--- src/rtl/cache_pkg.sv ---
// widths and types shared by the cache blocks
// line size and way count are fixed; the set count is a top-level parameter
package cache_pkg;

    localparam int NUM_WAYS        = 4;
    localparam int WORDS_PER_LINE  = 4;
    localparam int LINE_BYTES      = WORDS_PER_LINE * 4;
    localparam int P_ADDR_W        = 25;   // word address
    localparam int LINE_ADDR_W     = 23;   // word address without word select
    localparam int INDEX_W_DEFAULT = 4;

    typedef logic [31:0] word_t;
    typedef logic [P_ADDR_W-1:0] p_addr_t;
    typedef logic [LINE_ADDR_W-1:0] line_addr_t;

    // word 0 sits in the low bits, byte 0 likewise
    typedef union packed {
        word_t [WORDS_PER_LINE-1:0]   words;
        logic  [LINE_BYTES-1:0][7:0]  bytes;
    } line_u;

    typedef struct packed {
        logic    rd;
        logic    wr;     // ignored when rd is also set
        p_addr_t addr;
        logic [3:0] be;
        word_t   data;
    } p_req_t;

    typedef logic [NUM_WAYS-1:0] way_mask_t;  // one-hot
    typedef logic [1:0] way_idx_t;

endpackage
--- src/rtl/lru_store.sv ---
`timescale 1ns/100ps
// per-set recency order, top pair most recent, bottom pair least recent
// o_victim follows i_index by one cycle and shows the order before a touch
module lru_store #(
    parameter int INDEX_W = cache_pkg::INDEX_W_DEFAULT
) (
    input  logic                 clk,
    input  logic                 rst,
    input  logic [INDEX_W-1:0]   i_index,
    input  logic                 i_touch,
    input  cache_pkg::way_idx_t  i_way,
    output cache_pkg::way_idx_t  o_victim
);
    import cache_pkg::*;

    localparam int SETS = 2 ** INDEX_W;

    typedef way_idx_t [NUM_WAYS-1:0] order_t;

    localparam order_t RESET_ORDER = order_t'(8'b11_10_01_00);  // way 0 is oldest

    order_t order_q [SETS];

    // move w to the top, ways that were above it drop by one
    function automatic order_t promote(order_t ord, way_idx_t w);
        order_t nxt;
        logic   seen;
        nxt  = ord;
        seen = 1'b0;
        for (int k = 0; k < NUM_WAYS - 1; k++) begin
            if (ord[k] == w) begin
                seen = 1'b1;
            end
            if (seen) begin
                nxt[k] = ord[k+1];
            end
        end
        nxt[NUM_WAYS-1] = w;
        return nxt;
    endfunction

    always_ff @(posedge clk) begin
        if (rst) begin
            for (int s = 0; s < SETS; s++) begin
                order_q[s] <= RESET_ORDER;
            end
            o_victim <= '0;
        end else begin
            if (i_touch) begin
                order_q[i_index] <= promote(order_q[i_index], i_way);
            end
            o_victim <= order_q[i_index][0];
        end
    end

endmodule

--- config.mk ---
export PLATFORM = sky130hd
export DESIGN_NAME = lru_store
export DESIGN_NICKNAME = d
export VERILOG_FILES = /design/src/rtl/cache_pkg.sv /design/src/rtl/lru_store.sv
export SDC_FILE = /design/constraint.sdc
export NUM_CORES = 1
export LEC_CHECK = 0
export BUFFER_PORTS_ARGS = -buffer_cell sky130_fd_sc_hd__buf_2
export CAP_MARGIN = 15
export CORE_AREA = 2 2 134 123
export CTS_CLUSTER_DIAMETER = 60
export DETAILED_ROUTE_END_ITERATION = 7
export DIE_AREA = 0 0 136 125
export SLEW_MARGIN = 0
export SYNTH_ARGS = -nofsm -noshare
export SYNTH_HDL_FRONTEND = slang
export SYNTH_SLANG_ARGS = --single-unit
--- constraint.sdc ---
create_clock -name clk -period 6.2 [get_ports clk]
set_input_delay 0.62 -clock clk [delete_from_list [all_inputs] [get_ports clk]]
set_output_delay 0.62 -clock clk [all_outputs]
set_load 0.01 [all_outputs]
[Word-level counts from Yosys, hierarchy flattened]
Memories as Yosys holds them, arrays and structs flattened.
Index checks and enable logic that the tools add are counted.
Storage, ports and cells
  register bits after elaboration: 2
  word-level logic and storage cells: 32
  ROM bits: 0
  memories: 1
  bits of input ports: 9
  bits in writable memories: 128
  output and inout bits: 2
  latch bits: 0
Memories
  order_q: depth 16, bits a word 8, read ports 1, clocked after Yosys merged registers in 0, wr ports 16, line lru_store.sv:22  | order_t order_q [SETS];
Cells by class
  $add $sub $neg: 0
  shift-type cells: 0
  divide/modulo/power cells: 0
  eq/ne operators: 3
  muxes and demuxes: 26
  $lt $le $gt $ge: 0
  bitwise operators: 0
  multiply operators: 0
  reduce and logical (&&, ||, !) cells: 1
Operator list (number)
  2-bit 2-to-1 mux: 9
  1-bit 2-to-1 mux: 15
  8-bit 2-to-1 mux: 1
  8-bit OR reduction: 1
  2-bit equality test: 3
  4-bit 2-to-1 mux: 1

[Depth between registers and ports, before layout]
An unclocked memory read counts as a cell.
  word-level depth: 15
  depth in mapped cells: 11
  mapped depth without buffers: 7

[Worst setup path after synthesis]
No wires, ideal clock.
  path kind: input-to-reg
  from: in i_index[2]
  to: mem order_q[12][4] (netlist bit), data pin
  data arrival time: 3165 ps
  buffers on the path: 3
  library setup time: 257 ps
  path slack: 2778 ps
  required time: 5943 ps
  cell stages on the path: 10
  cell sequence: buf_6 buf_8 mux4_2 mux4_2 xnor2_2 o21a_1 or3_1 a221oi_4 buf_6 nor2_2
RTL lines
  from (decl): line lru_store.sv:9  | input logic [INDEX_W-1:0] i_index,
  to (decl): line lru_store.sv:22

==> flow_summary.json <==
{
  "status": "completed",
  "root_buffer": "clkbuf_16",
  "combinationalPowerShare_pct": 10.3,
  "clkPwrFrac_pct": 45.3,
  "period_share_pct": 65.5,
  "ys_seq_area_share_pct": 63.2,
  "stdcell_count": 668,
  "via_per_inst": 5.47,
  "worstHoldEndpoint": "o_victim[1]",
  "r2r_cells": 7,
  "synth_edf_count": 128,
  "power.switching_w": 0.000529,
  "synthArstFlopShare_pct": 0,
  "ys_seq_elements": 130,
  "r2r_start": "order_q[15][1]",
  "path_clk_slew_ns": 0.06,
  "drive_gt1_share_pct": 21.0,
  "vias": 3652,
  "globalRouteOverflowTotal": 0,
  "cts_setup_buffers": 0,
  "cts_made_buffers": 17,
  "worstSetupStartpointType": "input pin",
  "drtIter0Drc": 426,
  "drc": 0,
  "tightest_slew_ns": 1.05,
  "fill_cells": 1435,
  "seqPwrFrac_pct": 44.4,
  "antenna_left": 0,
  "numClockSinks": 130,
  "yosysUniqueCellTypes": 38,
  "worstPathRequired_ns": 6.34,
  "crit_fanout": 35,
  "die_h_um": 125,
  "num_antenna_cells": 0,
  "fin_setup_tns_ns": 0,
  "dp_cells": 636,
  "cts_buffer_depth": 2,
  "ff2ff_setup_slack_ns": 2.70,
  "relSlewSlack_pct": 29.7,
  "synth_nets": 451,
  "nets": 457,
  "setup_violations": 0,
  "power_density_nw_per_um2": 327,
  "ys.flop_type": "edfxtp_1",
  "place.gp.congestion": 0.872,
  "firstDrtPassIters": 5,
  "cts_tree": "built",
  "intPower_w": 0.00174,
  "max_freq_mhz": 246,
  "hpwl_mm": 9.93,
  "track_usage_pct": 18.5,
  "first_global_vias": 3708,
  "grt_pass1_wl_mm": 22.7,
  "hold_buffers": 0,
  "cts-htree-levels": 4,
  "finalHoldViolCount": 0,
  "swShare_pct": 23.3,
  "start_util_pct": 39.0,
  "synthToLayoutAreaGrowth_pct": 13.0,
  "ioPinCount": 11,
  "row_count": 44,
  "routed_wl_mm": 14.5,
  "grt_start_max_net_pins": 38,
  "finalCriticalPeriod_ns": 4.06,
  "syn_area_per_cell_um2": 13.9,
  "clk_latency_ns": 0.42,
  "design.die.area_um2": 17000,
  "ir_drop_v": 0.000204,
  "r2r_end": "order_q[9][4]",
  "hp-start": "rst",
  "slew_violations": 0,
  "synth.cell_area_um2": 6150,
  "whs_ns": 0.633,
  "syn_inst": 442,
  "finClkSkew_ns": 0.00721,
  "wl_per_cell_um": 21.8,
  "core_um2": 15700,
  "worstSetupPathType": "in -> reg",
  "die_x_um": 136,
  "post_cts_resized": 0,
  "numPortBuffers": 10,
  "yosys_warnings": 0,
  "antenna_found_initial": 0,
  "holdPathStages": 2,
  "drv_cap": 0,
  "hold_class": "in -> reg",
  "p_leak_nw": 2.23,
  "crit_path_end_kind": "flop",
  "arrival_ns": 4.20,
  "rsz0062_at_grt": "false"
}
==> flip-flops by register name (all words and copies together), names as in the netlist <==
register and flops:
o_victim 2, order_q 128
==> worst max-delay path: stages <==
cell and delay, ns:
buf_2 0.63, mux4_1 0.63, mux4_2 0.55, xnor2_2 0.19, and2_1 0.19, or3_1 0.39
a221oi_4 0.88, nor2_1 0.08
==> power by group through the flow <==
stage	clock [W]	sequential, W	combinational, W
after global routing	0.00109	0.00101	0.000251
after CTS	0.00104	0.00101	0.000234
after floorplan	0	0.00102	0.000169
after global placement	0	0.00102	0.000230
final	0.00103	0.00101	0.000234
after detailed placement	0	0.00103	0.000233
==> kinds of logic after synthesis <==
| kind of cell | count (synthesis) | share of synthesized area (%) |
|---|---|---|
| multiplexers | 54 | 16.3 |
| buffers and inverters | 31 | 2.63 |
| XOR/XNOR | 5 | 1.08 |
| AO/OA/AOI/OAI | 13 | 1.79 |
| AND/OR/NAND/NOR | 209 | 15.0 |
| flip-flops | 130 | 63.2 |
==> cells in the mapped netlist (3+ instances only) <==
master / instances / area, um^2
a21oi_1: 5 / 25.0
buf_2: 9 / 45.0
clkbuf_1: 15 / 56.3
edfxtp_1: 128 / 3840
mux2_2: 3 / 33.8
mux2i_1: 15 / 150
mux4_2: 34 / 766
nand2_1: 72 / 270
nand2b_1: 19 / 119
nand3_1: 17 / 85.1
nor2_1: 71 / 267
nor2_2: 10 / 62.6
nor2b_1: 5 / 31.3
nor3_1: 6 / 30.0
xnor2_2: 3 / 48.8
==> per-stage QoR <==
| stage | instance area (um^2) | total power [W] | setup slack (ns) | util (%) |
|---|---|---|---|---|
| 2_1_floorplan | 6150 | 0.00119 | 2.78 | - |
| 3_3_place_gp | 6350 | 0.00125 | 1.77 | 40.3 |
| 3_5_place_dp | 6350 | 0.00126 | 1.68 | 40.3 |
| 4_1_cts | 6950 | 0.00228 | 2.14 | 44.1 |
| 5_1_grt | 6950 | 0.00235 | 1.90 | 44.1 |
| 6_report | 6950 | 0.00227 | 2.14 | 44.1 |
==> worst max path at each step <==
stage          startpoint        endpoint  slack (ns)  cells past startpoint
4_1_cts        i_index[2]   order_q[9][4]        2.14                      8
3_5_place_dp   i_index[2]   order_q[9][4]        1.68                      8
6_report       i_index[2]   order_q[9][4]        2.14                      8
5_1_grt        i_index[2]   order_q[8][4]        1.90                      8
3_3_place_gp   i_index[2]   order_q[9][4]        1.77                      8
2_1_floorplan  i_index[2]  order_q[12][4]        2.78                     10
==> cell usage in the layout (no fill, tap or decap), types with 3 or more instances in the layout <==
master	n
buf_2	10
a21oi_1	5
clkbuf_1	3
nor3_1	6
xnor2_2	3
mux2i_1	15
nor2b_1	5
buf_4	6
clkbuf_16	17
bufinv_16	4
nor2_2	10
nand2_1	72
nand3_1	17
nand2b_1	19
mux4_2	34
nor2_1	71
edfxtp_1	128
clkinvlp_4	3
mux2_2	3
clkinv_1	4
==> final cells by class <==
| class | instances | area [um^2] | area share, % |
|---|---|---|---|
| multi-input cells | 281 | 2100 | 30.3 |
| repair buffers | 16 | 95.1 | 1.37 |
| well taps | 207 | 259 | 3.73 |
| flip-flops and latches | 130 | 3880 | 55.9 |
| inverters | 2 | 7.51 | 0.108 |
| clock inverters | 12 | 164 | 2.36 |
| clock buffers | 20 | 437 | 6.28 |
==> per-layer routing <==
layer / track usage [%] / wire length (um) / vias up
met2: 27.8 / 7050 / 128
met1: 26.2 / 6450 / 1863
li1: - / - / 1642
met4: 6.99 / 182 / 0
met5: 0 / 0 / -
met3: 4.26 / 854 / 19
Note: power is estimated with default switching activity, not from simulation.
