**config.mk**
```make
export PLATFORM = sky130hd
export DESIGN_NAME = cache_way
export DESIGN_NICKNAME = d
export VERILOG_FILES = /design/src/rtl/cache_pkg.sv /design/src/rtl/cache_way.sv
export SDC_FILE = /design/constraint.sdc
export NUM_CORES = 2
export LEC_CHECK = 0
export CAP_MARGIN = 40
export CORE_UTILIZATION = 52
export DETAILED_ROUTE_END_ITERATION = 10
export DONT_BUFFER_PORTS = 1
export PLACE_DENSITY = 0.7
export SYNTH_ARGS = -nofsm -noshare
export SYNTH_HDL_FRONTEND = slang
export SYNTH_SLANG_ARGS = --single-unit
```
**constraint.sdc**
```tcl
create_clock -name clk -period 2.65 [get_ports clk]
set_input_delay 0.3975 -clock clk [delete_from_list [all_inputs] [get_ports clk]]
set_output_delay 0.3975 -clock clk [all_outputs]
set_load 0.01 [all_outputs]
```
**src/rtl/cache_pkg.sv**
```systemverilog
// widths and types shared by the cache blocks
// line size and way count are fixed; the set count is a top-level parameter
package cache_pkg;

    localparam int NUM_WAYS        = 4;
    localparam int WORDS_PER_LINE  = 4;
    localparam int LINE_BYTES      = WORDS_PER_LINE * 4;
    localparam int P_ADDR_W        = 25;   // word address
    localparam int LINE_ADDR_W     = 23;   // word address without word select
    localparam int INDEX_W_DEFAULT = 4;

    typedef logic [31:0] word_t;
    typedef logic [P_ADDR_W-1:0] p_addr_t;
    typedef logic [LINE_ADDR_W-1:0] line_addr_t;

    // word 0 sits in the low bits, byte 0 likewise
    typedef union packed {
        word_t [WORDS_PER_LINE-1:0]   words;
        logic  [LINE_BYTES-1:0][7:0]  bytes;
    } line_u;

    typedef struct packed {
        logic    rd;
        logic    wr;     // ignored when rd is also set
        p_addr_t addr;
        logic [3:0] be;
        word_t   data;
    } p_req_t;

    typedef logic [NUM_WAYS-1:0] way_mask_t;  // one-hot
    typedef logic [1:0] way_idx_t;

endpackage
```
**src/rtl/cache_way.sv**
```systemverilog
`timescale 1ns/100ps
// one way of the cache; all outputs are one cycle behind i_index
// a read and a write to the same set in one cycle return the old contents
module cache_way #(
    parameter int INDEX_W = cache_pkg::INDEX_W_DEFAULT,
    localparam int TAG_W = cache_pkg::LINE_ADDR_W - INDEX_W
) (
    input  logic                             clk,
    input  logic                             rst,
    input  logic [INDEX_W-1:0]               i_index,
    input  logic [TAG_W-1:0]                 i_tag,
    input  logic                             i_wr,
    input  logic [cache_pkg::LINE_BYTES-1:0] i_lane_en,
    input  cache_pkg::line_u                 i_wdata,
    input  logic                             i_dirty,
    output cache_pkg::line_u                 o_line,
    output logic [TAG_W-1:0]                 o_tag,
    output logic                             o_valid,
    output logic                             o_dirty
);
    import cache_pkg::*;

    localparam int SETS = 2 ** INDEX_W;

    logic [LINE_BYTES-1:0][7:0] data_mem [SETS];
    logic [TAG_W-1:0]           tag_mem  [SETS];
    logic                       dirty_mem[SETS];
    logic [SETS-1:0]            valid_q;

    // byte-lane data array
    always_ff @(posedge clk) begin
        for (int b = 0; b < LINE_BYTES; b++) begin
            if (i_wr && i_lane_en[b]) begin
                data_mem[i_index][b] <= i_wdata.bytes[b];
            end
        end
        o_line <= data_mem[i_index];
    end

    // tag and dirty go in together on every write
    always_ff @(posedge clk) begin
        if (i_wr) begin
            tag_mem[i_index]   <= i_tag;
            dirty_mem[i_index] <= i_dirty;
        end
        o_tag   <= tag_mem[i_index];
        o_dirty <= dirty_mem[i_index];
    end

    always_ff @(posedge clk) begin
        if (rst) begin
            valid_q <= '0;
            o_valid <= 1'b0;
        end else begin
            if (i_wr) begin
                valid_q[i_index] <= 1'b1;
            end
            o_valid <= valid_q[i_index];
        end
    end

endmodule

```
## Yosys cells after proc, flatten, opt, wreduce, memory -nomap -nowiden

Memory sizes are Yosys's and may differ from the RTL's. A register that Yosys moved wholly into a read port is not among the register bits.
Index checks and enable logic that the tools add are counted.

- Bits in registers: 17
- Memory bits (writable): 2368
- Input port bits: 171
- Output and inout bits: 149
- Logic and storage cells: 63
- Memories kept: 3

Memories:

| name | words | bits a word | rd ports | clocked after Yosys merged registers in | write ports | line | RTL |
|---|---|---|---|---|---|---|---|
| data_mem | 16 | 128 | 1 | 1 | 1 | cache_way.sv:25 | `logic [LINE_BYTES-1:0][7:0] data_mem [SETS];` |
| tag_mem | 16 | 19 | 1 | 1 | 1 | cache_way.sv:26 | `logic [TAG_W-1:0] tag_mem [SETS];` |
| dirty_mem | 16 | 1 | 1 | 1 | 1 | cache_way.sv:27 | `logic dirty_mem[SETS];` |

- Order comparisons: 2
- Mux-type cells: 38
- Bitwise operators: 1
- Reduce and logical (&&, ||, !) cells: 17

Operators with widths:

| kind | count |
|---|---|
| two-way mux 1 bit | 36 |
| logical AND 1 bit | 17 |
| OR 16 bit | 1 |
| < comparator 4 x 5 -> 1 bit (second input constant) | 1 |
| binary-select mux 1 bit (select 4 bit) | 1 |
| demux 1 bit (select 4 bit) | 1 |
| >= comparator 4 x 1 -> 1 bit (second input constant) | 1 |

## Longest topological paths before layout

- Depth after elaboration: 5
- Gate-level depth with buffers: 7
- Gate-level depth less buffers: 4

## Worst setup path before layout

OpenSTA, ideal clock, no wires.

- Kind: input port to flip-flop
- Start point: in i_index[1]
- End point: mem data_mem[13][100] (netlist bit) (enable)
- Setup time: 0.332 ns
- Arrival time: 2.267 ns
- Required time: 2.318 ns
- Path slack: 0.051 ns
- Cell stages on the path: 6
- Buffers on the path: 3
- Path through: buf_2 > nand2b_1 > buf_2 > nor3_2 > clkbuf_1 > and2_1

RTL lines:

| element | line | RTL |
|---|---|---|
| start, declared | cache_way.sv:10 | `input logic [INDEX_W-1:0] i_index,` |
| end, declared | cache_way.sv:25 |  |

No word-level cell before the write port.

==> reports/qor.csv <==
metric;value;unit
endpoints failing setup;0;
Worst Hold Slack;0.0654;ns
commonest non-fill, non-tap cells in the layout;edfxtp_1, mux4_2, a22oi_1;
Cells after Synth;4135;
Cell Area, Synth;93700;um^2
worst vdd ir;0.000814;V
via count;42900;
post-route minimum period;2.50;ns
CTS tree;done;
Num CTS Buffers;238;
Longest Clk Path Bufs;3;
EDFF count, synth;2368;
proportion of layout cells with a drive suffix above 1;0.236;
Setup Crit Path Kind;in -> reg;
Die X;426;um
post-synthesis average cell area;22.6;um^2
Setup Fix Bufs, Post-CTS;0;
Net Count, Synth;4306;
Die Height;426;um
CTS Root Cell;clkbuf_16;
R2R depth;5;
distinct cell type count after synthesis;26;
Worst EP arrival;3.24;ns
hpwl dp;119;mm
first-pass GRT wire length;304;mm
vias in the first global route;44400;
status;finished, violations left;
fmax;0.400;GHz
Slowest-stage cell, CP;mux4_2;
fraction of registers with async set/reset;0;
Clock Latency Late Sink;0.89;ns
CP peak stage delay;0.60;ns
RSZ-0062 raised after global routing;false;
Initial DRC Count;4692;
Num Clock Sinks;2533;
site row count;155;
number of remaining DRC errors;0;
sequential area share after synthesis;0.795;
top-area cell type share of the netlist area;0.759;
leakage power;0.0344;uW
core area;179000;um^2
Pwr Total;85200;uW
hold path start;i_index[0];
initial antenna violation count;40;
hold path cells;3;
Fin. Hold Viols;0;
CP Max Fanout;116;
Layout Nets;4642;
Port Buf Inserts;0;
Final Wtd Congestion;0.792;
Max Clock Skew;0.0615;ns
pwr dens;789;nW/um^2
Slew headroom;-0.295;
Critical R2R Capture;o_line[20]$_DFF_P_;
Synth Warn #;0;
commonest non-fill, non-tap cell in the layout;edfxtp_1;
reg-to-reg slack, setup;0.23;ns
dominant synthesized flop cell;edfxtp_1;
htree depth;4;
area delta synth->final;15.4;%
violated checks;max-slew violations;
most frequent CP cell;dlygate4sd3_1;
Final period util;0.944;
Starting Density;0.524;
WL final;210;mm
startpoint type of the worst setup path;input port;
DIE AREA;182000;um^2
I/O pin cnt;320;
post-cts resize count;0;
worst path cell trace;buf_16, mux4_2, dlygate4sd3_1, a22oi_1, dlygate4sd3_1, nand2_1;
register bit total from synthesis;2533;
Crit. End Element;flip-flop;
First-pass DRT Iterations;5;
type of the worst min-delay path;in -> reg;
utilization after layout;0.605;
Crit Reg-Reg Startpoint;data_mem[3][20]$_DFFE_PP_;
drt via density;6.07;
CTS clk-pin slew, worst paths;0.07;ns
max-cap violation count;0;
setup TNS;0;ns
worst-margin pin slew;1.94;ns
hold path endpoint;o_line[5]$_DFF_P_;
gr ovfl total;0;
Antenna Nets Post-Route;0;
dominant cells by area after synthesis;edfxtp_1, mux4_2, dfxtp_1, a22oi_1, and2_1;
Final Max Tran Viols;168;
area leader, netlist;edfxtp_1;
largest net degree at the start of global routing;564;
Worst Path Required;3.39;ns
GRT Util Overall;0.232;
mean routed wirelength per cell;29.7;um
## through the flow
stage / cell area, um^2 / std cells / setup slack [ns]
2_1_floorplan: 93700 / 4135 / 0.0510
3_3_place_gp: 96600 / 6330 / 0.0929
3_5_place_dp: 96600 / 6330 / -0.0314
4_1_cts: 108000 / 7035 / 0.299
5_1_grt: 108000 / 7050 / 0.0925
6_report: 108000 / 7063 / 0.147
## flip-flops by register name, indices dropped and copies added (netlist names)
| signal | count |
|---|---|
| o_line | 128 |
| o_valid | 1 |
| valid_q | 16 |
| o_tag | 19 |
| data_mem | 2048 |
| o_dirty | 1 |
| tag_mem | 304 |
| dirty_mem | 16 |
## where the power goes
| group | switching [uW] | internal, uW |
|---|---|---|
| clock network | 15100 | 21600 |
| registers | 389 | 44500 |
| logic | 2090 | 1540 |
| total | 17600 | 67600 |
## cell families (layout without fill, tap and decap cells)
family	count (synthesis)	count (layout)	synth area share
multiplexers	598	598	0.143
other	0	19	0
AO/OA/AOI/OAI	300	300	0.0240
buffers and inverters	237	791	0.0114
flip-flops	2533	2533	0.795
AND/OR/NAND/NOR	467	467	0.0267
## area by class of cell
cell class / count / area, um^2
well taps: 2355 / 2950
multi-input cells: 1365 / 18300
inverters: 2 / 7.51
diodes: 19 / 47.5
repair buffers: 331 / 3660
flip-flops and latches: 2533 / 74400
fillers: 12000 / 70500
clock buffers: 288 / 6450
clock inverters: 170 / 2250
## critical path: cells and delay by family
family | cells | cell delay (ns)
buffers and inverters | 3 | 1.75
multiplexers | 1 | 0.60
AO/OA/AOI/OAI | 1 | 0.16
AND/OR/NAND/NOR | 1 | 0.07
## cells in the mapped netlist (2+ instances only)
master	n
mux2_2	2
buf_1	41
nor4_2	3
clkbuf_1	82
buf_4	6
and2_1	256
nor2_2	2
buf_2	102
edfxtp_1	2368
buf_6	4
mux2i_1	2
nand3_1	2
nor2_1	37
nor3_2	10
nand2b_1	4
mux4_2	594
nand2_1	152
a22oi_1	296
dfxtp_1	165
## per-layer routing
layer | vias to the layer above | global-route usage | wire length [um]
met5 | - | 0 | 123
met4 | 20 | 0.0781 | 6430
met3 | 348 | 0.0459 | 16500
met2 | 1898 | 0.374 | 104000
met1 | 22600 | 0.321 | 82600
li1 | 18000 | - | -
## worst max path at each step
stage	from	endpoint	slack, ns
after floorplan	i_index[1]	data_mem[13][100]$_DFFE_PP_	0.05
final	i_index[0]	o_line[35]$_DFF_P_	0.15
after global routing	i_index[0]	o_line[35]$_DFF_P_	0.09
after detailed placement	i_index[0]	data_mem[14][4]$_DFFE_PP_	-0.03
after CTS	data_mem[11][31]$_DFFE_PP_	o_line[31]$_DFF_P_	0.30
after global placement	i_index[0]	data_mem[14][120]$_DFFE_PP_	0.09
## what timing repair did
item | in CTS | in global routing
hold buffers | 247 | 3
setup endpoints to repair | 0 | 293
endpoints found under the hold margin | 4626 | 11
No activity file was read; power rests on OpenSTA's default activity.
