## config.mk

```make
export PLATFORM = sky130hd
export DESIGN_NAME = cache_ctrl
export DESIGN_NICKNAME = d
export VERILOG_FILES = /design/src/rtl/cache_pkg.sv /design/src/rtl/cache_ctrl.sv
export SDC_FILE = /design/constraint.sdc
export NUM_CORES = 1
export LEC_CHECK = 0
export ABC_AREA = 1
export BUFFER_PORTS_ARGS = -buffer_cell sky130_fd_sc_hd__buf_2
export CAP_MARGIN = 25
export CELL_PAD_IN_SITES_DETAIL_PLACEMENT = 1
export CELL_PAD_IN_SITES_GLOBAL_PLACEMENT = 1
export CORE_AREA = 2 2 456 458
export CTS_CLUSTER_SIZE = 10
export DETAILED_ROUTE_END_ITERATION = 10
export DIE_AREA = 0 0 458 460
export PLACE_DENSITY_LB_ADDON = 0.1
export SLEW_MARGIN = 5
export SYNTH_ARGS = -nofsm -noshare
export SYNTH_HDL_FRONTEND = slang
export SYNTH_SLANG_ARGS = --single-unit
```

## constraint.sdc

```tcl
create_clock -name clk -period 17.3 [get_ports clk]
set_input_delay 0.865 -clock clk [delete_from_list [all_inputs] [get_ports clk]]
set_output_delay 0.865 -clock clk [all_outputs]
set_load 0.05 [all_outputs]
```

## src/rtl/cache_pkg.sv

```systemverilog
// widths and types shared by the cache blocks
// line size and way count are fixed; the set count is a top-level parameter
package cache_pkg;

    localparam int NUM_WAYS        = 4;
    localparam int WORDS_PER_LINE  = 4;
    localparam int LINE_BYTES      = WORDS_PER_LINE * 4;
    localparam int P_ADDR_W        = 25;   // word address
    localparam int LINE_ADDR_W     = 23;   // word address without word select
    localparam int INDEX_W_DEFAULT = 4;

    typedef logic [31:0] word_t;
    typedef logic [P_ADDR_W-1:0] p_addr_t;
    typedef logic [LINE_ADDR_W-1:0] line_addr_t;

    // word 0 sits in the low bits, byte 0 likewise
    typedef union packed {
        word_t [WORDS_PER_LINE-1:0]   words;
        logic  [LINE_BYTES-1:0][7:0]  bytes;
    } line_u;

    typedef struct packed {
        logic    rd;
        logic    wr;     // ignored when rd is also set
        p_addr_t addr;
        logic [3:0] be;
        word_t   data;
    } p_req_t;

    typedef logic [NUM_WAYS-1:0] way_mask_t;  // one-hot
    typedef logic [1:0] way_idx_t;

endpackage
```

## src/rtl/cache_ctrl.sv

```systemverilog
`timescale 1ns/100ps
// write-back, write-allocate controller with one request in flight
// memory read and write commands stay up until i_m_waitrequest is sampled low
module cache_ctrl #(
    parameter int INDEX_W = cache_pkg::INDEX_W_DEFAULT,
    localparam int TAG_W = cache_pkg::LINE_ADDR_W - INDEX_W
) (
    input  logic                                          clk,
    input  logic                                          rst,
    input  cache_pkg::p_req_t                             i_p_req,
    input  cache_pkg::line_u [cache_pkg::NUM_WAYS-1:0]    i_line,
    input  logic [cache_pkg::NUM_WAYS-1:0][TAG_W-1:0]     i_tag,
    input  logic [cache_pkg::NUM_WAYS-1:0]                i_valid,
    input  logic [cache_pkg::NUM_WAYS-1:0]                i_dirty,
    input  cache_pkg::way_idx_t                           i_victim,
    input  cache_pkg::line_u                              i_m_readdata,
    input  logic                                          i_m_readdata_valid,
    input  logic                                          i_m_waitrequest,
    output cache_pkg::word_t                              o_p_readdata,
    output logic                                          o_p_readdata_valid,
    output logic                                          o_p_waitrequest,
    output logic [INDEX_W-1:0]                            o_index,
    output logic [TAG_W-1:0]                              o_tag,
    output cache_pkg::way_mask_t                          o_wr_mask,
    output logic [cache_pkg::LINE_BYTES-1:0]              o_lane_en,
    output cache_pkg::line_u                              o_wdata,
    output logic                                          o_dirty,
    output logic                                          o_touch,
    output cache_pkg::way_idx_t                           o_touch_way,
    output cache_pkg::line_addr_t                         o_m_addr,
    output cache_pkg::line_u                              o_m_writedata,
    output logic                                          o_m_read,
    output logic                                          o_m_write
);
    import cache_pkg::*;

    typedef enum logic [2:0] {
        S_IDLE,
        S_COMP,
        S_WR_HIT,
        S_FETCH_REQ,
        S_FETCH_WAIT,
        S_MERGE,
        S_WB_SETUP,
        S_WB_WAIT
    } state_t;

    state_t   state;
    p_req_t   req_q;
    way_idx_t tgt_q;     // way chosen in compare, kept to the end

    logic [1:0]          word_sel;
    line_addr_t          req_line;
    logic                req_write;
    logic [NUM_WAYS-1:0] hit;
    way_idx_t            hit_way;
    way_idx_t            free_way;
    way_idx_t            tgt_way;
    logic                any_free;
    logic                fill;

    assign word_sel  = req_q.addr[1:0];
    assign req_line  = req_q.addr[P_ADDR_W-1:2];
    assign req_write = req_q.wr && !req_q.rd;

    // arrays are read straight from the bus while idle so compare sees them next cycle
    assign o_index = (state == S_IDLE) ? i_p_req.addr[INDEX_W+1:2] : req_line[INDEX_W-1:0];
    assign o_tag   = req_line[LINE_ADDR_W-1:INDEX_W];

    assign o_p_waitrequest = (state != S_IDLE);

    // lowest numbered way wins both searches
    always_comb begin
        hit_way  = '0;
        free_way = '0;
        any_free = 1'b0;
        for (int w = NUM_WAYS - 1; w >= 0; w--) begin
            hit[w] = i_valid[w] && (i_tag[w] == o_tag);
            if (hit[w]) begin
                hit_way = way_idx_t'(w);
            end
            if (!i_valid[w]) begin
                free_way = way_idx_t'(w);
                any_free = 1'b1;
            end
        end
    end

    assign tgt_way = (|hit) ? hit_way : (any_free ? free_way : i_victim);

    assign o_touch     = (state == S_COMP);
    assign o_touch_way = tgt_way;

    // refill line arrives; zero latency after the command is also taken
    assign fill = i_m_readdata_valid &&
                  ((state == S_FETCH_WAIT) || (state == S_FETCH_REQ && !i_m_waitrequest));

    always_comb begin
        if (fill || state == S_WR_HIT || state == S_MERGE) begin
            o_wr_mask = way_mask_t'(1) << tgt_q;
        end else begin
            o_wr_mask = '0;
        end
        if (fill) begin
            o_lane_en = '1;
            o_wdata   = i_m_readdata;
        end else begin
            o_lane_en     = LINE_BYTES'(req_q.be) << {word_sel, 2'b00};
            o_wdata.words = {WORDS_PER_LINE{req_q.data}};
        end
    end

    assign o_dirty = !fill;   // processor writes mark the line

    always_ff @(posedge clk) begin
        if (rst) begin
            state              <= S_IDLE;
            o_p_readdata_valid <= 1'b0;
            o_m_read           <= 1'b0;
            o_m_write          <= 1'b0;
        end else begin
            o_p_readdata_valid <= 1'b0;
            case (state)
                S_IDLE: begin
                    req_q <= i_p_req;
                    if (i_p_req.rd || i_p_req.wr) begin
                        state <= S_COMP;
                    end
                end
                S_COMP: begin
                    tgt_q <= tgt_way;
                    if (|hit) begin
                        if (req_write) begin
                            state <= S_WR_HIT;
                        end else begin
                            o_p_readdata       <= i_line[hit_way].words[word_sel];
                            o_p_readdata_valid <= 1'b1;
                            state              <= S_IDLE;
                        end
                    end else if (i_valid[tgt_way] && i_dirty[tgt_way]) begin
                        state <= S_WB_SETUP;
                    end else begin
                        o_m_addr <= req_line;
                        o_m_read <= 1'b1;
                        state    <= S_FETCH_REQ;
                    end
                end
                S_WR_HIT, S_MERGE: begin
                    state <= S_IDLE;
                end
                S_WB_SETUP: begin
                    // victim still on the way outputs, nothing was written since compare
                    o_m_addr      <= {i_tag[tgt_q], req_line[INDEX_W-1:0]};
                    o_m_writedata <= i_line[tgt_q];
                    o_m_write     <= 1'b1;
                    state         <= S_WB_WAIT;
                end
                S_WB_WAIT: begin
                    if (!i_m_waitrequest) begin
                        o_m_write <= 1'b0;
                        o_m_addr  <= req_line;
                        o_m_read  <= 1'b1;
                        state     <= S_FETCH_REQ;
                    end
                end
                S_FETCH_REQ, S_FETCH_WAIT: begin
                    if (state == S_FETCH_REQ && !i_m_waitrequest) begin
                        o_m_read <= 1'b0;
                        state    <= S_FETCH_WAIT;
                    end
                    if (fill) begin
                        if (req_write) begin
                            state <= S_MERGE;   // word goes in on top of the new line
                        end else begin
                            o_p_readdata       <= i_m_readdata.words[word_sel];
                            o_p_readdata_valid <= 1'b1;
                            state              <= S_IDLE;
                        end
                    end
                end
                default: begin
                    state <= S_IDLE;
                end
            endcase
        end
    end

endmodule

```

* Yosys cells after proc, flatten, opt, wreduce, memory -nomap -nowiden
Cells that the tools add are included.
Word-level totals: word-level logic and storage cells 134, register bits 254
Operators by class: magnitude comparators 4, bitwise gates (word level) 1, equal/unequal tests 21, shift operators 2, mux-type cells 61, reductions and logical operators 32
Operator list (count):
- binary-select mux 128 bit (select 2 bit) | 2
- two-way mux 128 bit | 3
- two-way mux 32 bit | 6
- binary-select mux 32 bit (select 2 bit) | 2
- == test 19 bit | 4
- two-way mux 23 bit | 3
- case mux 23 bit (3 select lines) | 1
- case mux 32 bit (2 select lines) | 1
- binary-select mux 19 bit (select 2 bit) | 1
- two-way mux 2 bit | 11
- two-way mux 3 bit | 7
- two-way mux 19 bit | 1
- case mux 3 bit (6 select lines) | 1
- two-way mux 16 bit | 1
- left shift 4 x 4 -> 16 bit | 1
- two-way mux 1 bit | 14
- != test 2 bit (second input constant) | 7
- == test 3 bit (second input constant) | 4
- < comparator 2 x 3 -> 1 bit (second input constant) | 4
- AND reduction 5 bit | 2
- nonzero test 3 bit | 3
- logical AND 1 bit | 8
- two-way mux 4 bit | 2
- AND reduction 2 bit | 4
- other kinds (17) | 28

* Longest topological paths before layout
Gate-level depths: netlist of the first run.
word-level depth 13, gate-level depth with buffers 20, gate-level depth less buffers 19

* Least setup slack after synthesis of the first run
No wires, ideal clock.
path kind input-to-reg, start point in rst, end point reg o_m_writedata[0] (netlist bit), enable pin, arrival 9.805 ns, stages on the path 2, slack 6.723 ns, library setup time 0.772 ns, cell sequence clkbuf_1 -> nor3_1
Between the ends: longest elaborated chain between the ends 2
Ends and longest elaborated chain:
- start, declared | RTL line cache_ctrl.sv:9 | input logic rst,
- inverter 1 bit (no source line)
- AND reduction 2 bit (no source line)
- end signal, assigned | RTL line cache_ctrl.sv:154 | o_m_writedata <= i_line[tgt_q];
- end, declared | RTL line cache_ctrl.sv:31 | output cache_pkg::line_u o_m_writedata,
Every way passes these cells. A chain may end at the register's enable or synchronous reset.

==> key figures, run 1 <==
Routing
  – Post-DRT Antenna Nets: 0
  – Via count: approximately 30k
  – Vias per cell: slightly above 4
  – Wire per inst: between 30 and 40 µm
  – DRC violations left: 0
  – Iteration-0 DRC Markers: around 1.7k
  – Final WL: between 200000 and 250000 µm
  – DR pass1 iterations: 6

Synthesis
  – Number of flops mapped to enable cells by yosys: roughly 250
  – Synth Area in Simple Gates: 0.380
  – Largest family of logic cells by synthesized area: simple AND/OR/NAND/NOR gates
  – Fraction of registers with async set/reset: 0
  – Compound-Gate Fraction of Synth Area: 0.139
  – Ys flop type: edfxtp_1
  – Synthesized cell area: around 0.023 mm²
  – Post-Synth Adder-Cell Area: 0
  – XOR/XNOR share of the synthesized area: 0.00232
  – Post-synthesis mux area share: 0
  – Mapped Cells: 3474
  – Post-Syn Nets: 4267
  – Synth unique cells: 35
  – Synthesis Warnings: 0
  – Syn_area_per_cell: between 6 and 7 µm²
  – Number of synthesized register bits: 254
  – Sequential area share after synthesis: 0.335

GRT
  – First-pass GRT wire length: 287000 µm
  – Initial antenna violation count: about 140
  – Total grt overflow: 0
  – All-Layer GR Usage: 0.199
  – Largest net degree at the start of global routing: about 130
  – Vias in the first global route: about 31k

STA
  – Max-slew headroom: 0.285
  – Final min period: 6180 ps
  – RSZ-0062 raised after global routing: no
  – Clock Skews: between 40 and 50 ps
  – Setup_tns: 0 ps
  – Slew @ Worst Pin: between 1000 and 1500 ps
  – Final setup fails: 0
  – Final worst-path cycle share: 0.357
  – Slew Limit Fails: 0
  – Achievable clock frequency: between 150 and 200 MHz
  – Final Hold Fails: 0

Setup path
  – Reg2Reg Setup Slack: between 10000 and 15000 ps
  – Critical Path Source Type: register
  – CP Class: register to primary output
  – FF-to-FF path depth: 18
  – Crit end category: primary output
  – Crit Path Max Fanout: a little under 80
  – Largest delay share family, worst path: buffers and inverters
  – Arr. time, crit path: about 5300 ps
  – RR Endpoint: o_p_readdata[10]$_DFFE_PP_
  – Max incr delay on CP: ~790 ps
  – CP Cell Sequence: inv_1, nor3_1, inv_1, nand2_2, nand3_4, inv_4, buf_4, nand2_1, nand2_1, buf_2
  – R2r startpoint: o_tag[5]$_DFFE_PP_
  – Buf+Inv Stages, Crit Path: 5
  – Worst path slowest cell: nand3_4
  – Worst Path Required: approximately 16000 ps

Run status
  – Status: finished clean

Floorplanning
  – Floorplan Core Area: roughly 0.21 mm²
  – Initial Utilization: 0.110
  – Site Rows: roughly 170
  – Die area: roughly 0.21 mm²
  – I/O pin count: around 1.2k
  – Die W: between 400 and 500 µm
  – Die height: 460 µm

CTS
  – CTS tree: yes
  – Post-CTS Repair Setup Buffers: 0
  – Clock Latency Late Sink: about 710 ps
  – Resized Gates After CTS: 0
  – Clk buf depth: 3
  – Clk sink count: roughly 250
  – Number of H-tree levels: 2
  – Hold-fix buffer count after cts: 0
  – Worst-path clk slew: 60 ps
  – Root buffer cell: clkbuf_16
  – Num CTS Buffers: between 40 and 50

Placement
  – DPL Wire Length: about 170000 µm
  – GPL Wtd Cong: approximately 0.85
  – I/O Buffers: ~1.2k

Hold path
  – Hold path cells: 1
  – HP Class: input pin to register
  – Hold EP: req_q[32]$_DFFE_PP_
  – Hold Crit Start: i_p_req[32]

Finish
  – Final nets: approximately 5.2k
  – Number of fill cells: around 25k
  – Synth-to-Final Area Change: 44.4%
  – Layout cell share with drive strength beyond 1: 0.289
  – Area of the multi-input gates: ~0.012 mm²
  – Register Area: approximately 0.0076 mm²

Power
  – Share of total power in sequential cells: 0.222
  – Max rail drop VDD: 91.7 µV
  – Combinational share of power: 0.533
  – Psw: approximately 2.2 mW
  – Leak pwr: about 16 nW
  – Clk pwr share: 0.245
  – Internal cell power: 1.85 mW
  – Final Total Pwr: 4.09 mW
  – Net Sw Frac: 0.547
  – Cell Pwr Density: ~130 mW/mm²

Flow run
  – Max Cap Viol: 0
-- cells in the final DEF (no fill, tap or decap), types with 7 or more instances in the layout --
cell / Yosys / final
o221ai_1: 128 / 128
buf_4: 24 / 37
nor3_1: 10 / 7
inv_1: 528 / 525
o2111ai_1: 11 / 11
inv_2: 7 / 8
clkbuf_16: 0 / 46
nor2_1: 167 / 162
a21oi_1: 10 / 10
nand3b_1: 100 / 100
diode_2: 0 / 32
nand2_1: 1042 / 1039
clkbuf_1: 124 / 8
a22oi_1: 128 / 128
o21ai_0: 114 / 114
clkinv_2: 0 / 12
buf_2: 80 / 1154
nand4_1: 10 / 10
o22ai_1: 42 / 42
nand3_1: 630 / 628
edfxtp_1: 248 / 248
-- cells in the mapped netlist (6+ instances only) --
cell / n / area (µm²)
clkbuf_1: 124 / 465
buf_2: 80 / 400
inv_1: 528 / 1980
nand3_1: 630 / 3150
o2111ai_1: 11 / 96.3
a22oi_1: 128 / 961
o221ai_1: 128 / 1120
edfxtp_1: 248 / 7450
nand2_1: 1042 / 3910
inv_2: 7 / 26.3
nor3_1: 10 / 50.1
a21oi_1: 10 / 50.1
nor2_1: 167 / 627
buf_4: 24 / 180
buf_6: 6 / 67.6
dfxtp_1: 6 / 120
nand3b_1: 100 / 751
buf_1: 35 / 131
nand4_1: 10 / 62.6
o22ai_1: 42 / 263
o21ai_0: 114 / 571
-- worst max-delay path by stage --
stage,endpoint,slack (ps),depth (start not counted),start
2_1_floorplan,o_m_writedata[0]$_DFFE_PP_,6720,2,rst
3_3_place_gp,o_p_readdata[11]$_DFFE_PP_,10830,16,i_tag[2]
3_5_place_dp,o_p_readdata[11]$_DFFE_PP_,10700,16,i_tag[2]
4_1_cts,o_wdata[0],10770,10,state[0]$_SDFFE_PP0P_
6_report,o_wdata[120],11120,10,state[0]$_SDFFE_PP0P_
5_1_grt,o_wdata[62],10480,10,state[0]$_SDFFE_PP0P_
-- layer usage --
| layer | GRT usage | routed length, µm | up-vias |
|---|---|---|---|
| met2 | 0.347 | 105000 | 1103 |
| met3 | 0.0573 | 15500 | 302 |
| met5 | 0 | 488 | - |
| met4 | 0.0308 | 3940 | 78 |
| met1 | 0.244 | 92700 | 14400 |
| li1 | - | - | 13600 |
-- power by group through the flow --
| stage | Clock (mW) | Combinational, mW | Sequential, mW |
|---|---|---|---|
| 2_1_floorplan | 0 | 1.16 | 1.01 |
| 3_3_place_gp | 0 | 2.26 | 0.923 |
| 3_5_place_dp | 0 | 2.25 | 0.920 |
| 4_1_cts | 1.06 | 2.26 | 0.911 |
| 5_1_grt | 1.07 | 2.35 | 0.920 |
| 6_report | 1.00 | 2.18 | 0.908 |
-- registers in the layout, summed over array words and instances (netlist names) --
register	flops
o_m_addr	23
state	3
o_p_readdata_valid	1
tgt_q	2
o_m_writedata	128
o_p_readdata	32
o_tag	19
o_m_read	1
req_line	4
req_q	40
o_m_write	1
-- metrics by stage --
stage          area [µm²]  hold WS (ps)   util  setup slack, ps  instances
6_report            32600           343  0.158            11120       7220
3_5_place_dp        31100           450  0.151            10700       7106
4_1_cts             32600           253  0.158            10770       7187
3_3_place_gp        31000           438  0.151            10830       7104
2_1_floorplan       22600           427      -             6720       3474
5_1_grt             32600           279  0.158            10480       7194
-- final cells by class --
type                       count  area share
inverter                     537      0.0621
antenna                       32     0.00245
timing repair buffer        1198       0.189
clock inverter                27     0.00920
sequential                   254       0.232
clock buffer                  54      0.0362
tap                         2704       0.104
multi-input combinational   2414       0.365
-- worst reg2reg max path: cells and delay by family (launching register included) --
kind / cells / cell delay (ps)
and+or+nand+nor: 14 / 2780
DFF: 1 / 540
buffers and inverters: 4 / 2360
-- cell families (layout without fill, tap and decap cells) --
group / count (synthesis) / in the layout
flops: 254 / 254
compound gates: 443 / 443
buf+inv: 806 / 1816
simple gates: 1965 / 1965
other cells: 0 / 32
xor+xnor: 6 / 6
No activity file was read; power rests on OpenSTA's default activity.
==> run 2: changes to the inputs <==
--- a/config.mk
+++ b/config.mk
@@ -10,10 +10,10 @@
 export CAP_MARGIN = 25
 export CELL_PAD_IN_SITES_DETAIL_PLACEMENT = 1
 export CELL_PAD_IN_SITES_GLOBAL_PLACEMENT = 1
-export CORE_AREA = 2 2 456 458
+export CORE_AREA = 2 2 450 452
 export CTS_CLUSTER_SIZE = 10
 export DETAILED_ROUTE_END_ITERATION = 10
-export DIE_AREA = 0 0 458 460
+export DIE_AREA = 0 0 452 454
 export PLACE_DENSITY_LB_ADDON = 0.1
 export SLEW_MARGIN = 5
 export SYNTH_ARGS = -nofsm -noshare
==> constraint.sdc (replaced) <==
create_clock -name clk -period 6 [get_ports clk]
set_input_delay 0.3 -clock clk [delete_from_list [all_inputs] [get_ports clk]]
set_output_delay 0.3 -clock clk [all_outputs]
set_load 0.05 [all_outputs]
==> run 2 against run 1 <==
Against the previous run: worst hold slack got worse by 270 ps; critical path type is now register to register; combinational power rose to 3.1 times the previous value; largest power group unchanged; sequential share of layout area fell by 2.4 points.
==> key figures, run 2 (synthesis gave the netlist of run 1 again) <==
Run status
  – Status: finished clean

Setup path
  – Crit end category: register
  – Critical Path Source Type: register
  – Arr. time, crit path: 4950 ps (-370 ps)
  – Crit Path Max Fanout: 99 (+29%)
  – Worst Path Required: 6410 ps (-10020 ps)
  – CP Class: register to register

Finish
  – Register Area: 0.00757 mm² (unchanged)
  – Top Registers: o_m_writedata (128), req_q (40), o_p_readdata (32)
  – Final nets: 5627 (+7.3%)
  – Synth-to-Final Area Change: 61.1%
  – Most common cell after layout, fill and taps aside: buf_2
  – Reg with most FFs: o_m_writedata
  – Layout cell share with drive strength beyond 1: 0.266 (-0.0227)
  – Layout Cells excl Fill: 7563 (+4.8%)
  – Commonest cells after routing, fill and taps aside: buf_2, nand2_1, nand3_1
  – Area of the multi-input gates: 0.0119 mm² (about the same)
  – Max FFs per register: 128 (unchanged)
  – Number of fill cells: 24.7k (-2.4%)

GRT
  – All-Layer GR Usage: 0.199 (+0.000702)
  – Vias in the first global route: 33.2k (+7.0%)
  – First-pass GRT wire length: 285000 µm (-0.51%)
  – Initial antenna violation count: 69 (-51%)
  – Total grt overflow: 0 (unchanged)
  – Largest net degree at the start of global routing: 139 (+7.8%)

Placement
  – DP Cell Count: 7080 (-0.37%)
  – GPL Wtd Cong: 0.831 (-2.7%)
  – DPL Wire Length: 168000 µm (-3.1%)
  – I/O Buffers: 1154 (unchanged)

CTS
  – Post-CTS Repair Setup Buffers: 0 (unchanged)
  – Num CTS Buffers: 46 (unchanged)
  – Root buffer cell: clkbuf_16
  – Number of H-tree levels: 2 (unchanged)
  – Clock Latency Late Sink: 670 ps (-40 ps)
  – Clk sink count: 254 (unchanged)
  – CTS tree: yes
  – Worst-path clk slew: 60 ps (about the same)
  – Hold-fix buffer count after cts: 378 (+378)
  – Clk buf depth: 3 (unchanged)
  – Resized Gates After CTS: 0 (unchanged)

Routing
  – Via count: 31.0k (+5.1%)
  – Iteration-0 DRC Markers: 1549 (-9.3%)
  – Wire per inst: 28.2 µm (-6.6%)
  – Post-DRT Antenna Nets: 0 (unchanged)
  – Vias per cell: 4.10 (+0.30%)
  – DRC violations left: 0 (unchanged)
  – Final WL: 213000 µm (-2.2%)
  – DR pass1 iterations: 7 (+1)

Power
  – Cell Pwr Density: 332 mW/mm² (+160%)
  – Final Total Pwr: 12.1 mW (+200%)
  – Leak pwr: 17.4 nW (+9.2%)
  – Max rail drop VDD: 277 µV (+200%)

Floorplanning
  – I/O pin count: 1155 (unchanged)
  – Site Rows: 165 (-1.2%)
  – Die height: 454 µm (-1.3%)
  – Initial Utilization: 0.113 (+0.00281)
  – Floorplan Core Area: 0.201 mm² (-2.5%)
  – Die area: 0.205 mm² (-2.6%)
  – Die W: 452 µm (-1.3%)

STA
  – Slew @ Worst Pin: 954 ps (-119 ps)
  – Final min period: between 4000 and 5000 ps
  – Achievable clock frequency: between 200 and 250 MHz
  – Clock Skews: 35.7 ps (-5.79 ps)
  – Final Hold Fails: 0 (unchanged)
  – Final setup fails: 0 (unchanged)
  – Setup_tns: 0 ps (unchanged)
  – Final worst-path cycle share: 0.757
  – RSZ-0062 raised after global routing: no
  – Slew Limit Fails: 0 (unchanged)
  – Max-slew headroom: 0.364 (+0.0791)

Hold path
  – HP Class: input pin to register

Flow run
  – Max Cap Viol: 0 (unchanged)
run 2: changes by cell type in the layout (fill, tap and decap cells not counted), sizes merged:
| cell | delta |
|---|---|
| bufinv | -4 |
| diode | -8 |
| clkinvlp | +1 |
| buf | +6 |
| inv | -1 |
| dlygate4sd3 | +378 |
| clkbuf | +3 |
run 2: worst paths after layout:
kind,endpoint,depth (start not counted),slack [ps],startpoint
hold reg to reg,o_m_addr[3]$_DFFE_PP_,0,450,req_line[3]$_DFFE_PP_
hold / removal,o_m_writedata[57]$_DFFE_PP_,3,70,i_line[57]
setup / recovery,o_p_readdata[8]$_DFFE_PP_,18,1460,o_tag[4]$_DFFE_PP_
setup reg to reg,o_p_readdata[8]$_DFFE_PP_,18,1460,o_tag[4]$_DFFE_PP_
run 2: final cells by class:
type | count | area share
diodes | 24 | 0.00165
clock buffers | 58 | 0.0340
clock inverters | 23 | 0.00447
inverters | 537 | 0.0556
multi-input cells | 2414 | 0.327
flip-flops and latches | 254 | 0.208
well taps | 2672 | 0.0918
repair buffers | 1581 | 0.277
run 2: metal layers:
layer	track usage	share of wire
met1	0.236	0.41
met2	0.363	0.51
met5	0	0.00044
met4	0.0618	0.031
met3	0.0336	0.046
run 2: metrics by stage:
stage | hold WS [ps] | util | area [µm²] | setup WS [ps]
3_3_place_gp | 435 | 0.155 | 31200 | 1300
6_report | 69.1 | 0.181 | 36400 | 1460
4_1_cts | 0.522 | 0.181 | 36400 | 1290
3_5_place_dp | 438 | 0.155 | 31200 | 1300
5_1_grt | 44.8 | 0.181 | 36400 | 1110
2_1_floorplan | 399 | - | 22600 | 963
run 2: worst max-delay path, cell delays in order, from the launching register on:
cell and delay [ps]:
edfxtp_1 460, inv_1 160, nand2_1 110, nand2_1 50, nor2_1 190, nand2_1 90
nor2_1 200, nand3_1 150, nand2_1 200, nand2_8 350, nand2_8 500, buf_12 410
nand2_1 100, nand3_1 90, nand3_1 240, nand3_1 530, nand2_1 110, nand2_1 160
nand2_1 60
run 2: report_power, final:
group | internal [mW] | switching [mW]
clock network | 1.53 | 1.22
registers | 2.38 | 0.206
logic | 1.70 | 5.07
